**config.mk**
```make
export PLATFORM = sky130hd
export DESIGN_NAME = core_logic
export DESIGN_NICKNAME = d
export VERILOG_FILES = /design/src/hw/spi_pkg.sv /design/src/hw/core_logic_pkg.sv /design/src/hw/spi_byte_slave.sv /design/src/hw/mcu_state_machine.sv /design/src/hw/command_buffer.sv /design/src/hw/spi_router.sv /design/src/hw/core_logic.sv
export VERILOG_INCLUDE_DIRS = /design/src /design/src/include
export SDC_FILE = /design/constraint.sdc
export NUM_CORES = 1
export LEC_CHECK = 0
export BUFFER_PORTS_ARGS = -buffer_cell sky130_fd_sc_hd__buf_2
export CORE_MARGIN = 2
export CORE_UTILIZATION = 50
export CTS_CLUSTER_SIZE = 40
export DETAILED_ROUTE_END_ITERATION = 10
export PLACE_DENSITY = 0.67
export SLEW_MARGIN = 10
export SYNTH_ARGS = -nofsm -noshare
export SYNTH_HDL_FRONTEND = slang
export SYNTH_SLANG_ARGS = --single-unit
export TNS_END_PERCENT = 30
```
**constraint.sdc**
```tcl
create_clock -name clk -period 2.2 [get_ports clk]
set_input_delay 0.44 -clock clk [delete_from_list [all_inputs] [get_ports clk]]
set_output_delay 0.44 -clock clk [all_outputs]
set_load 0.01 [all_outputs]
```
**src/include/core_logic_defines.svh**
```systemverilog
/*
  Shared constants for the board controller core logic.
  Include this header wherever byte widths, device selects or opcodes are needed.
*/
`ifndef CORE_LOGIC_DEFINES_SVH
`define CORE_LOGIC_DEFINES_SVH

// Bits in one SPI byte
`define BYTE_WIDTH 8

// Width of the bit counter that walks through one byte
`define BIT_INDEX_WIDTH 3

// Width of the encoded coprocessor device select
`define DEV_SELECT_WIDTH 2

// Coprocessor device-select codes
`define DEV_SELECT_RAM     0
`define DEV_SELECT_COMMAND 1
`define DEV_SELECT_NONE    3

// MCU session opcodes, sent as the first byte after mcu_nss falls
// Opcode 0 puts the MCU side back to idle
`define MCU_STATE_OPCODE        0
`define MCU_STATE_ACCESS_RAM    1
`define MCU_STATE_WRITE_COMMAND 2

// Number of bytes the command buffer can hold
`define COMMAND_BYTES 4

`endif

```
**src/hw/spi_pkg.sv**
```systemverilog
/*
  Types for one SPI link: the pin bundle and the received byte with its strobe.
  Import it inside any module that handles SPI pins or received bytes.
*/
`include "core_logic_defines.svh"

package spi_pkg;

  // The three master-driven pins of one link
  typedef struct packed {
    logic nss;
    logic sck;
    logic mosi;
  } spi_pins_t;

  // Pin levels of an idle link, deselected with the clock low
  localparam spi_pins_t SPI_PINS_IDLE = '{nss: 1'b1, sck: 1'b0, mosi: 1'b0};

  // A received byte; valid is high for exactly one clk cycle per byte
  typedef struct packed {
    logic                   valid;
    logic [`BYTE_WIDTH-1:0] data;
  } spi_byte_t;

endpackage

```
**src/hw/core_logic_pkg.sv**
```systemverilog
/*
  Types for the MCU session decoder and the command buffer.
  Import it inside modules that look at the MCU state or the buffer contents.
*/
`include "core_logic_defines.svh"

package core_logic_pkg;

  // Where the MCU side currently is within a session
  typedef enum logic [1:0] {
    IDLE,
    ACCESS_RAM,
    WRITE_COMMAND,
    IGNORE
  } mcu_state_t;

  // Opcode view of a byte
  // The class nibble must be zero for the byte to be a known opcode
  typedef struct packed {
    logic [3:0] op_class;
    logic [3:0] op;
  } mcu_opcode_t;

  // One received MCU byte, read either as data or as an opcode
  typedef union packed {
    logic [`BYTE_WIDTH-1:0] raw;
    mcu_opcode_t            opcode;
  } mcu_byte_u;

  // Index into the command buffer
  typedef logic [1:0] cmd_index_t;

  // Storage of the whole command buffer
  typedef logic [`COMMAND_BYTES-1:0][`BYTE_WIDTH-1:0] cmd_mem_t;

endpackage

```
**src/hw/spi_byte_slave.sv**
```systemverilog
/*
  SPI slave for one link, mode 0 and LSB first, sampled on the system clock.
  Delivers each received byte with a one-cycle strobe and requests the next
  transmit byte through tx_next, which the source must answer in the same cycle.
*/
`timescale 1ns/1ps
`include "core_logic_defines.svh"

module spi_byte_slave (
  input  logic                   clk,
  input  logic                   reset,
  input  spi_pkg::spi_pins_t     pins,
  input  logic [`BYTE_WIDTH-1:0] tx_byte,
  output spi_pkg::spi_byte_t     rx,
  output logic                   start,
  output logic                   tx_next,
  output logic                   miso
);
  import spi_pkg::*;

  spi_pins_t                  pins_meta;
  spi_pins_t                  pins_sync;
  logic                       sck_prev;
  logic                       nss_prev;
  logic                       sck_rise;
  logic                       sck_fall;
  logic                       nss_fall;
  logic [`BIT_INDEX_WIDTH-1:0] bit_count;
  logic                       byte_done;
  logic                       active;
  logic [`BYTE_WIDTH-1:0]     rx_shift;
  logic [`BYTE_WIDTH-1:0]     tx_shift;

  // Edges are taken on the synchronized copy only
  assign sck_rise = pins_sync.sck & ~sck_prev;
  assign sck_fall = ~pins_sync.sck & sck_prev;
  assign nss_fall = ~pins_sync.nss & nss_prev;

  always_ff @(posedge clk) begin
    if (reset) begin
      pins_meta <= SPI_PINS_IDLE;
      pins_sync <= SPI_PINS_IDLE;
      sck_prev  <= 1'b0;
      nss_prev  <= 1'b1;
      bit_count <= '0;
      byte_done <= 1'b0;
      start     <= 1'b0;
      active    <= 1'b0;
    end else begin
      // Two-flop synchronizer on all three pins
      pins_meta <= pins;
      pins_sync <= pins_meta;
      sck_prev  <= pins_sync.sck;
      nss_prev  <= pins_sync.nss;
      start     <= nss_fall;
      byte_done <= 1'b0;
      // The first transmit byte is loaded together with start
      if (start) begin
        active <= 1'b1;
      end else if (pins_sync.nss) begin
        active <= 1'b0;
      end
      if (pins_sync.nss) begin
        bit_count <= '0;
      end else if (sck_rise) begin
        bit_count <= bit_count + 1'b1;
        byte_done <= (bit_count == `BIT_INDEX_WIDTH'(`BYTE_WIDTH - 1));
      end
    end
  end

  // Shift registers carry payload only
  always_ff @(posedge clk) begin
    // Data arrives LSB first, so new bits enter at the top
    if (sck_rise && !pins_sync.nss) begin
      rx_shift <= {pins_sync.mosi, rx_shift[`BYTE_WIDTH-1:1]};
    end
    if (tx_next) begin
      tx_shift <= tx_byte;
    end else if (sck_fall && active && bit_count != '0) begin
      // Falling edge after a sampled bit moves the next bit onto miso
      // A count of zero means the byte just ended and a fresh byte sits in tx_shift
      tx_shift <= tx_shift >> 1;
    end
  end

  assign rx      = '{valid: byte_done, data: rx_shift};
  assign tx_next = start | byte_done;

  // miso stays low while this link is not in a session
  assign miso = active & tx_shift[0];

endmodule

```
**src/hw/mcu_state_machine.sv**
```systemverilog
/*
  Session decoder for the MCU link.
  The first byte of each session picks the mode, later bytes are steered
  to the command buffer while in WRITE_COMMAND.
*/
`timescale 1ns/1ps
`include "core_logic_defines.svh"

module mcu_state_machine (
  input  logic                      clk,
  input  logic                      reset,
  input  spi_pkg::spi_byte_t        rx,
  input  logic                      start,
  input  logic                      nss_high,
  output core_logic_pkg::mcu_state_t mcu_state,
  output logic                      cmd_write,
  output logic [`BYTE_WIDTH-1:0]    cmd_data,
  output logic                      cmd_rewind
);
  import core_logic_pkg::*;

  logic       nss_meta;
  logic       nss_sync;
  logic       first_byte;
  mcu_byte_u  rx_byte;
  mcu_state_t opcode_state;

  assign rx_byte.raw = rx.data;

  // Only class zero holds valid opcodes; anything else is ignored for the session
  always_comb begin
    opcode_state = IGNORE;
    if (rx_byte.opcode.op_class == 4'h0) begin
      case (rx_byte.opcode.op)
        `MCU_STATE_OPCODE:        opcode_state = IDLE;
        `MCU_STATE_ACCESS_RAM:    opcode_state = ACCESS_RAM;
        `MCU_STATE_WRITE_COMMAND: opcode_state = WRITE_COMMAND;
        default:                  opcode_state = IGNORE;
      endcase
    end
  end

  always_ff @(posedge clk) begin
    if (reset) begin
      nss_meta   <= 1'b1;
      nss_sync   <= 1'b1;
      first_byte <= 1'b0;
      mcu_state  <= IDLE;
      cmd_write  <= 1'b0;
      cmd_rewind <= 1'b0;
    end else begin
      // nss_high is the raw pin, synchronized here
      // Together with the state register this gives the 3 cycle return to IDLE
      nss_meta   <= nss_high;
      nss_sync   <= nss_meta;
      cmd_write  <= 1'b0;
      cmd_rewind <= 1'b0;
      if (nss_sync) begin
        mcu_state <= IDLE;
      end
      // start takes priority so a session never loses its opcode byte
      if (start) begin
        first_byte <= 1'b1;
      end else if (nss_sync) begin
        first_byte <= 1'b0;
      end
      if (rx.valid && !nss_sync) begin
        if (first_byte) begin
          first_byte <= 1'b0;
          mcu_state  <= opcode_state;
          // A new write-command session replaces the old command
          cmd_rewind <= (opcode_state == WRITE_COMMAND);
        end else if (mcu_state == WRITE_COMMAND) begin
          cmd_write <= 1'b1;
        end
      end
    end
  end

  // Data byte travels alongside the write strobe
  always_ff @(posedge clk) begin
    if (rx.valid) begin
      cmd_data <= rx_byte.raw;
    end
  end

endmodule

```
**src/hw/command_buffer.sv**
```systemverilog
/*
  Small command store written by the MCU and read back by the coprocessor.
  Reads return 0 once they run past the bytes written in the last session.
*/
`timescale 1ns/1ps
`include "core_logic_defines.svh"

module command_buffer (
  input  logic                   clk,
  input  logic                   reset,
  input  logic                   cmd_write,
  input  logic                   cmd_rewind,
  input  logic [`BYTE_WIDTH-1:0] cmd_data,
  input  logic                   read_rewind,
  input  logic                   tx_next,
  output logic [`BYTE_WIDTH-1:0] tx_byte
);
  import core_logic_pkg::*;

  localparam cmd_index_t LAST_INDEX = cmd_index_t'(`COMMAND_BYTES - 1);

  cmd_mem_t   mem;
  cmd_index_t wr_idx;
  logic       wr_full;
  cmd_index_t rd_idx;
  logic       rd_done;
  cmd_index_t rd_sel;
  logic       rd_end;
  logic       rd_valid;

  // A rewind in the same cycle as a read serves byte 0 straight away
  assign rd_sel   = read_rewind ? '0 : rd_idx;
  assign rd_end   = read_rewind ? 1'b0 : rd_done;
  assign rd_valid = !rd_end && (wr_full || rd_sel < wr_idx);
  assign tx_byte  = rd_valid ? mem[rd_sel] : '0;

  always_ff @(posedge clk) begin
    if (reset) begin
      mem     <= '0;
      wr_idx  <= '0;
      wr_full <= 1'b0;
      rd_idx  <= '0;
      rd_done <= 1'b0;
    end else begin
      if (cmd_rewind) begin
        wr_idx  <= '0;
        wr_full <= 1'b0;
      end else if (cmd_write && !wr_full) begin
        mem[wr_idx] <= cmd_data;
        // Once full, further bytes of the session are dropped
        if (wr_idx == LAST_INDEX) begin
          wr_full <= 1'b1;
        end else begin
          wr_idx <= wr_idx + 1'b1;
        end
      end
      if (tx_next) begin
        if (rd_end || rd_sel == LAST_INDEX) begin
          rd_idx  <= rd_sel;
          rd_done <= 1'b1;
        end else begin
          rd_idx  <= rd_sel + 1'b1;
          rd_done <= 1'b0;
        end
      end else if (read_rewind) begin
        rd_idx  <= '0;
        rd_done <= 1'b0;
      end
    end
  end

endmodule

```
**src/hw/spi_router.sv**
```systemverilog
/*
  Arbiter and pin mux for the serial RAM.
  The MCU wins while in ACCESS_RAM; the coprocessor gets the RAM otherwise.
  Grants are registered, the pin paths themselves are combinational.
*/
`timescale 1ns/1ps

module spi_router (
  input  logic                       clk,
  input  logic                       reset,
  input  core_logic_pkg::mcu_state_t mcu_state,
  input  spi_pkg::spi_pins_t         mcu_pins,
  input  spi_pkg::spi_pins_t         cop_pins,
  input  logic                       cop_ram_sel,
  output logic                       ram_nss,
  output logic                       ram_sck,
  output logic                       ram_mosi,
  input  logic                       ram_miso,
  output logic                       mcu_miso,
  output logic                       cop_ram_miso
);
  import core_logic_pkg::*;

  logic cop_sel_meta;
  logic cop_sel_sync;
  logic mcu_wants;
  logic mcu_grant;
  logic cop_grant;

  assign mcu_wants = (mcu_state == ACCESS_RAM);

  always_ff @(posedge clk) begin
    if (reset) begin
      cop_sel_meta <= 1'b0;
      cop_sel_sync <= 1'b0;
      mcu_grant    <= 1'b0;
      cop_grant    <= 1'b0;
    end else begin
      // The coprocessor select comes straight from its pins
      cop_sel_meta <= cop_ram_sel;
      cop_sel_sync <= cop_sel_meta;
      // A grant is only taken while the other side is free, and kept until released
      mcu_grant <= mcu_wants && (mcu_grant || !cop_grant);
      cop_grant <= cop_sel_sync && (cop_grant || (!mcu_grant && !mcu_wants));
    end
  end

  always_comb begin
    // Idle bus with the RAM deselected
    ram_nss  = 1'b1;
    ram_sck  = 1'b0;
    ram_mosi = 1'b0;
    if (mcu_grant) begin
      ram_nss  = mcu_pins.nss;
      ram_sck  = mcu_pins.sck;
      ram_mosi = mcu_pins.mosi;
    end else if (cop_grant) begin
      ram_nss  = cop_pins.nss;
      ram_sck  = cop_pins.sck;
      ram_mosi = cop_pins.mosi;
    end
  end

  // The side without the grant reads zeros
  assign mcu_miso     = mcu_grant & ram_miso;
  assign cop_ram_miso = cop_grant & ram_miso;

endmodule

```
**src/hw/core_logic.sv**
```systemverilog
/*
  Top level of the board controller core logic.
  Connects the MCU and coprocessor SPI links, the MCU session decoder,
  the command buffer and the serial RAM router.
*/
`timescale 1ns/1ps
`include "core_logic_defines.svh"

module core_logic (
  input  logic                        clk,
  input  logic                        reset,
  input  logic                        mcu_nss,
  input  logic                        mcu_sck,
  input  logic                        mcu_mosi,
  output logic                        mcu_miso,
  input  logic [`DEV_SELECT_WIDTH-1:0] cop_nss,
  input  logic                        cop_sck,
  input  logic                        cop_mosi,
  output logic                        cop_miso,
  output logic                        ram_nss,
  output logic                        ram_sck,
  output logic                        ram_mosi,
  input  logic                        ram_miso
);
  import spi_pkg::*;
  import core_logic_pkg::*;

  spi_pins_t              mcu_pins;
  spi_pins_t              cop_cmd_pins;
  spi_pins_t              cop_ram_pins;
  spi_byte_t              mcu_rx;
  logic                   mcu_start;
  logic                   cop_start;
  logic                   cop_tx_next;
  logic [`BYTE_WIDTH-1:0] cop_tx_byte;
  logic                   cop_link_miso;
  logic                   cop_ram_miso;
  logic                   cop_ram_sel;
  mcu_state_t             mcu_state;
  logic                   cmd_write;
  logic                   cmd_rewind;
  logic [`BYTE_WIDTH-1:0] cmd_data;

  assign mcu_pins = '{nss: mcu_nss, sck: mcu_sck, mosi: mcu_mosi};

  // The coprocessor select is decoded into one active-low select per target
  assign cop_ram_sel  = (cop_nss == `DEV_SELECT_WIDTH'(`DEV_SELECT_RAM));
  assign cop_cmd_pins = '{nss: (cop_nss != `DEV_SELECT_WIDTH'(`DEV_SELECT_COMMAND)),
                          sck: cop_sck, mosi: cop_mosi};
  assign cop_ram_pins = '{nss: !cop_ram_sel, sck: cop_sck, mosi: cop_mosi};

  // The MCU link only receives; its answers come from the RAM through the router
  spi_byte_slave mcu_link (
    .clk(clk), .reset(reset), .pins(mcu_pins), .tx_byte('0),
    .rx(mcu_rx), .start(mcu_start), .tx_next(), .miso()
  );

  // Coprocessor command readback; data it sends is not used
  spi_byte_slave cop_link (
    .clk(clk), .reset(reset), .pins(cop_cmd_pins), .tx_byte(cop_tx_byte),
    .rx(), .start(cop_start), .tx_next(cop_tx_next), .miso(cop_link_miso)
  );

  mcu_state_machine u_state (
    .clk(clk), .reset(reset), .rx(mcu_rx), .start(mcu_start), .nss_high(mcu_nss),
    .mcu_state(mcu_state), .cmd_write(cmd_write), .cmd_data(cmd_data),
    .cmd_rewind(cmd_rewind)
  );

  command_buffer u_cmd (
    .clk(clk), .reset(reset), .cmd_write(cmd_write), .cmd_rewind(cmd_rewind),
    .cmd_data(cmd_data), .read_rewind(cop_start), .tx_next(cop_tx_next),
    .tx_byte(cop_tx_byte)
  );

  spi_router u_router (
    .clk(clk), .reset(reset), .mcu_state(mcu_state), .mcu_pins(mcu_pins),
    .cop_pins(cop_ram_pins), .cop_ram_sel(cop_ram_sel), .ram_nss(ram_nss),
    .ram_sck(ram_sck), .ram_mosi(ram_mosi), .ram_miso(ram_miso),
    .mcu_miso(mcu_miso), .cop_ram_miso(cop_ram_miso)
  );

  // The two coprocessor targets have exclusive selects, so at most one drives
  assign cop_miso = cop_link_miso | cop_ram_miso;

endmodule

```
==> flow_metrics.py <==
metrics = {
    "cells_and_area": {
        "drive_gt1_share_pct": 17.75,
        "fin_nets": 371,
        "antenna_cells": 0,
        "syn2layout_area_growth_pct": 11.60,
        "fin_cells": 454,
    },
    "clocking": {
        "cts_buffers": 9,
        "root_buffer": "clkbuf_8",
        "postCtsSetupBuffers": 0,
        "cts_num_sinks": 96,
        "cts_tree": "yes",
        "path_clk_slew_ps": 100,
        "htree_levels": 3,
        "cts_buffer_depth": 2,
        "post_cts_resized": 0,
        "clock_latency_ps": 370,
        "cts_hold_buf": 0,
    },
    "sta": {
        "fin_hold_ws_ps": 247.9,
        "max_freq_mhz": 571.2,
        "finalSetupTns_ps": 0,
        "period_share_pct": 79.57,
        "final_max_slew_viol_count": 0,
        "rsz0062_at_grt": "false",
        "final-hold-violation-count": 0,
        "setup_viol": 0,
        "final.setup.worst_slack_ps": 449.4,
        "max-slew-margin-rel_pct": 65.25,
        "min_period_ps": 1751,
        "worst_slew_pin_slew_ps": 519.0,
        "finClkSkew_ps": 10.99,
    },
    "placed_design": {
        "dp_slack_ps": 470.2,
        "dp_hpwl_mm": 4.778,
        "dpl.cell_count": 438,
        "gp_congestion": 0.7496,
        "portBuffers": 14,
    },
    "worst_hold_path": {
        "worstHoldEndpoint": "u_router.cop_sel_meta$_SDFF_PP0_",
        "holdCritPathClass": "input port to flop",
        "min_from": "cop_nss[0]",
        "hold_depth": 2,
    },
    "power_and_ir_drop": {
        "p_seq_share_pct": 60.7,
        "power_leakage_nw": 1.491,
        "switching_share_pct": 23.03,
        "powerDensity_mw_per_mm2": 717.3,
        "p_switching_w": 0.0006916,
        "finalPower_w": 0.003004,
        "p_clk_share_pct": 37.2,
        "p_comb_share_pct": 2.1,
        "intPower_w": 0.002312,
        "vdd_drop_max_v": 0.0004383,
    },
    "critical_path": {
        "timing.rr.start": "cop_link.start$_SDFF_PP0_",
        "r2r_cells": 6,
        "timing.critical_path.cells": "nor2b_1 -> ha_1 -> nor2_1 -> a311oi_2 -> buf_4 -> o31ai_1",
        "worstSetupEndpointType": "flop",
        "required_ps": 2300,
        "cp.arrival_ps": 1850,
        "crit_buf_inv": 1,
        "crit_slowest_cell": "dfxtp_1",
        "startpoint_type": "flop",
        "worstReg2RegEnd": "cop_link.tx_shift[5]$_DFFE_PP_",
        "cp_top_family": "flip-flops",
        "critPathKind": "flop to flop",
        "cpPeakStageDelay_ps": 520,
        "r2r_setup_slack_ps": 450,
        "cp_max_fo": 11,
    },
    "global_route": {
        "first_global_vias": 2359,
        "grt.total_usage_pct": 17.88,
        "grt_max_degree": 40,
        "grt_overflow": 0,
        "grt_pass1_wl_mm": 11.41,
        "antenna_found_initial": 0,
    },
    "route": {
        "drtAntennaViolNets": 0,
        "vias": 2416,
        "first_iter_violations": 170,
        "via_per_inst": 5.322,
        "firstDrtPassIters": 6,
        "post-route-drc-count": 0,
        "wl_per_cell_microns": 14.92,
        "totalWireLength_mm": 6.775,
    },
    "yosys": {
        "synth_area_sq_mm": 0.003752,
        "synth_top_cells_by_count": "dfxtp_1 (72), nor2_1 (49), mux2i_1 (37)",
        "synth_nets": 350,
        "synthFlopType": "dfxtp_1",
        "synth_edf_count": 24,
        "synth.distinct_cells": 36,
        "ys_ff_latch": 96,
        "synth_area_leaders": "dfxtp_1 (38%), edfxtp_1 (19%), mux2i_1 (9.9%)",
        "synth_seq_area_share_pct": 57.62,
        "postSynth.asyncResetShare_pct": 0,
        "yosysMostFrequentCell": "dfxtp_1",
        "synth_area_per_cell_sq_um": 11.41,
        "synth_top_area_cell": "dfxtp_1",
        "yosysTopAreaCellShare_pct": 38.41,
        "synthCells": 329,
        "yosysWarningCount": 0,
    },
    "run": {
        "maxCapViolCount": 0,
    },
    "outcome": {
        "status": "finished clean",
    },
    "floorplanning": {
        "dieWidth_microns": 90.63,
        "ios": 15,
        "fp-row-count": 31,
        "die_h_microns": 90.63,
        "core-area_sq_mm": 0.007253,
        "dieArea_sq_mm": 0.008214,
        "start_util_pct": 51.73,
    },
}
registers in the layout, summed over array words and instances, names as in the netlist, 2 cells and up:
| register | flops |
|---|---|
| mcu_link.pins_meta | 2 |
| cop_link.bit_count | 3 |
| u_cmd.mem | 32 |
| u_state.mcu_state | 2 |
| cop_link.pins_meta | 2 |
| u_cmd.rd_idx | 2 |
| cop_link.pins_sync | 2 |
| mcu_link.pins_sync | 2 |
| mcu_link.rx_shift | 8 |
| cop_link.tx_shift | 8 |
| mcu_link.bit_count | 3 |
| u_cmd.wr_idx | 2 |
| u_state.cmd_data | 8 |
per-stage QoR:
step | instance area, sq um | utilization (%)
3_5_place_dp | 3993 | 55.05
4_1_cts | 4188 | 57.74
2_1_floorplan | 3752 | -
5_1_grt | 4188 | 57.74
3_3_place_gp | 3993 | 55.05
6_report | 4188 | 57.74
final cells by class:
type                    count  area [sq um]
fillers                   619          3065
flip-flops and latches     96          2162
multi-input cells         205          1501
repair buffers             26         160.2
clock buffers              10         137.6
well taps                  99         123.9
clock inverters             6         57.56
inverters                  12         45.04
layout by cell type (no fill, tap or decap), types with 4 or more instances in the layout:
cell type and n:
buf_2 14, nor2b_1 17, mux2i_1 37, a21oi_1 6
nor3_1 7, mux2_2 8, nand2_1 12, buf_4 12
inv_1 12, a222oi_1 7, clkbuf_8 10, dfxtp_1 72
or2_2 4, o31ai_1 9, edfxtp_1 24, ha_1 11
nor2_1 49, nand2b_1 4, nor4bb_2 4
power groups by stage:
stage / logic [W] / clock network [W] / registers, W
2_1_floorplan: 0.0000430 / 0 / 0.00186
3_3_place_gp: 0.0000634 / 0 / 0.00186
3_5_place_dp: 0.0000648 / 0 / 0.00186
4_1_cts: 0.0000648 / 0.00116 / 0.00182
5_1_grt: 0.0000715 / 0.00122 / 0.00183
6_report: 0.0000633 / 0.00112 / 0.00182
how the worst max path moves through the flow:
| stage | to | depth (start not counted) | slack (ps) | from |
|---|---|---|---|---|
| finish | cop_link.tx_shift[5]$_DFFE_PP_ | 6 | 450 | cop_link.start$_SDFF_PP0_ |
| global route | cop_link.tx_shift[5]$_DFFE_PP_ | 6 | 300 | cop_link.start$_SDFF_PP0_ |
| CTS | cop_link.tx_shift[5]$_DFFE_PP_ | 6 | 460 | cop_link.start$_SDFF_PP0_ |
| detailed placement | cop_link.tx_shift[5]$_DFFE_PP_ | 6 | 470 | cop_link.start$_SDFF_PP0_ |
| global placement | cop_link.tx_shift[0]$_DFFE_PP_ | 6 | 520 | cop_link.start$_SDFF_PP0_ |
| floorplan | cop_link.tx_shift[0]$_DFFE_PP_ | 7 | 380 | cop_link.start$_SDFF_PP0_ |
logic make-up (layout without fill, tap and decap cells):
family                   count (synthesis)  count (layout)  share of synthesized area (%)
AO/OA/AOI/OAI                           36              36                          7.636
AND/OR/NAND/NOR                        110             110                          15.07
buffers and inverters                   28              54                          3.034
multiplexers                            45              45                          12.27
adder cells (fa/ha/maj)                 11              11                          3.668
XOR/XNOR                                 3               3                         0.7004
flip-flops                              96              96                          57.62
per-layer routing:
layer,up-vias,routed length [microns],track usage (%)
met1,1161,3154,22.64
met5,-,0,0
met2,39,3294,29.42
met4,0,119,7.051
li1,1205,-,-
met3,11,207,4.424
(Power assumes the default switching activity.)
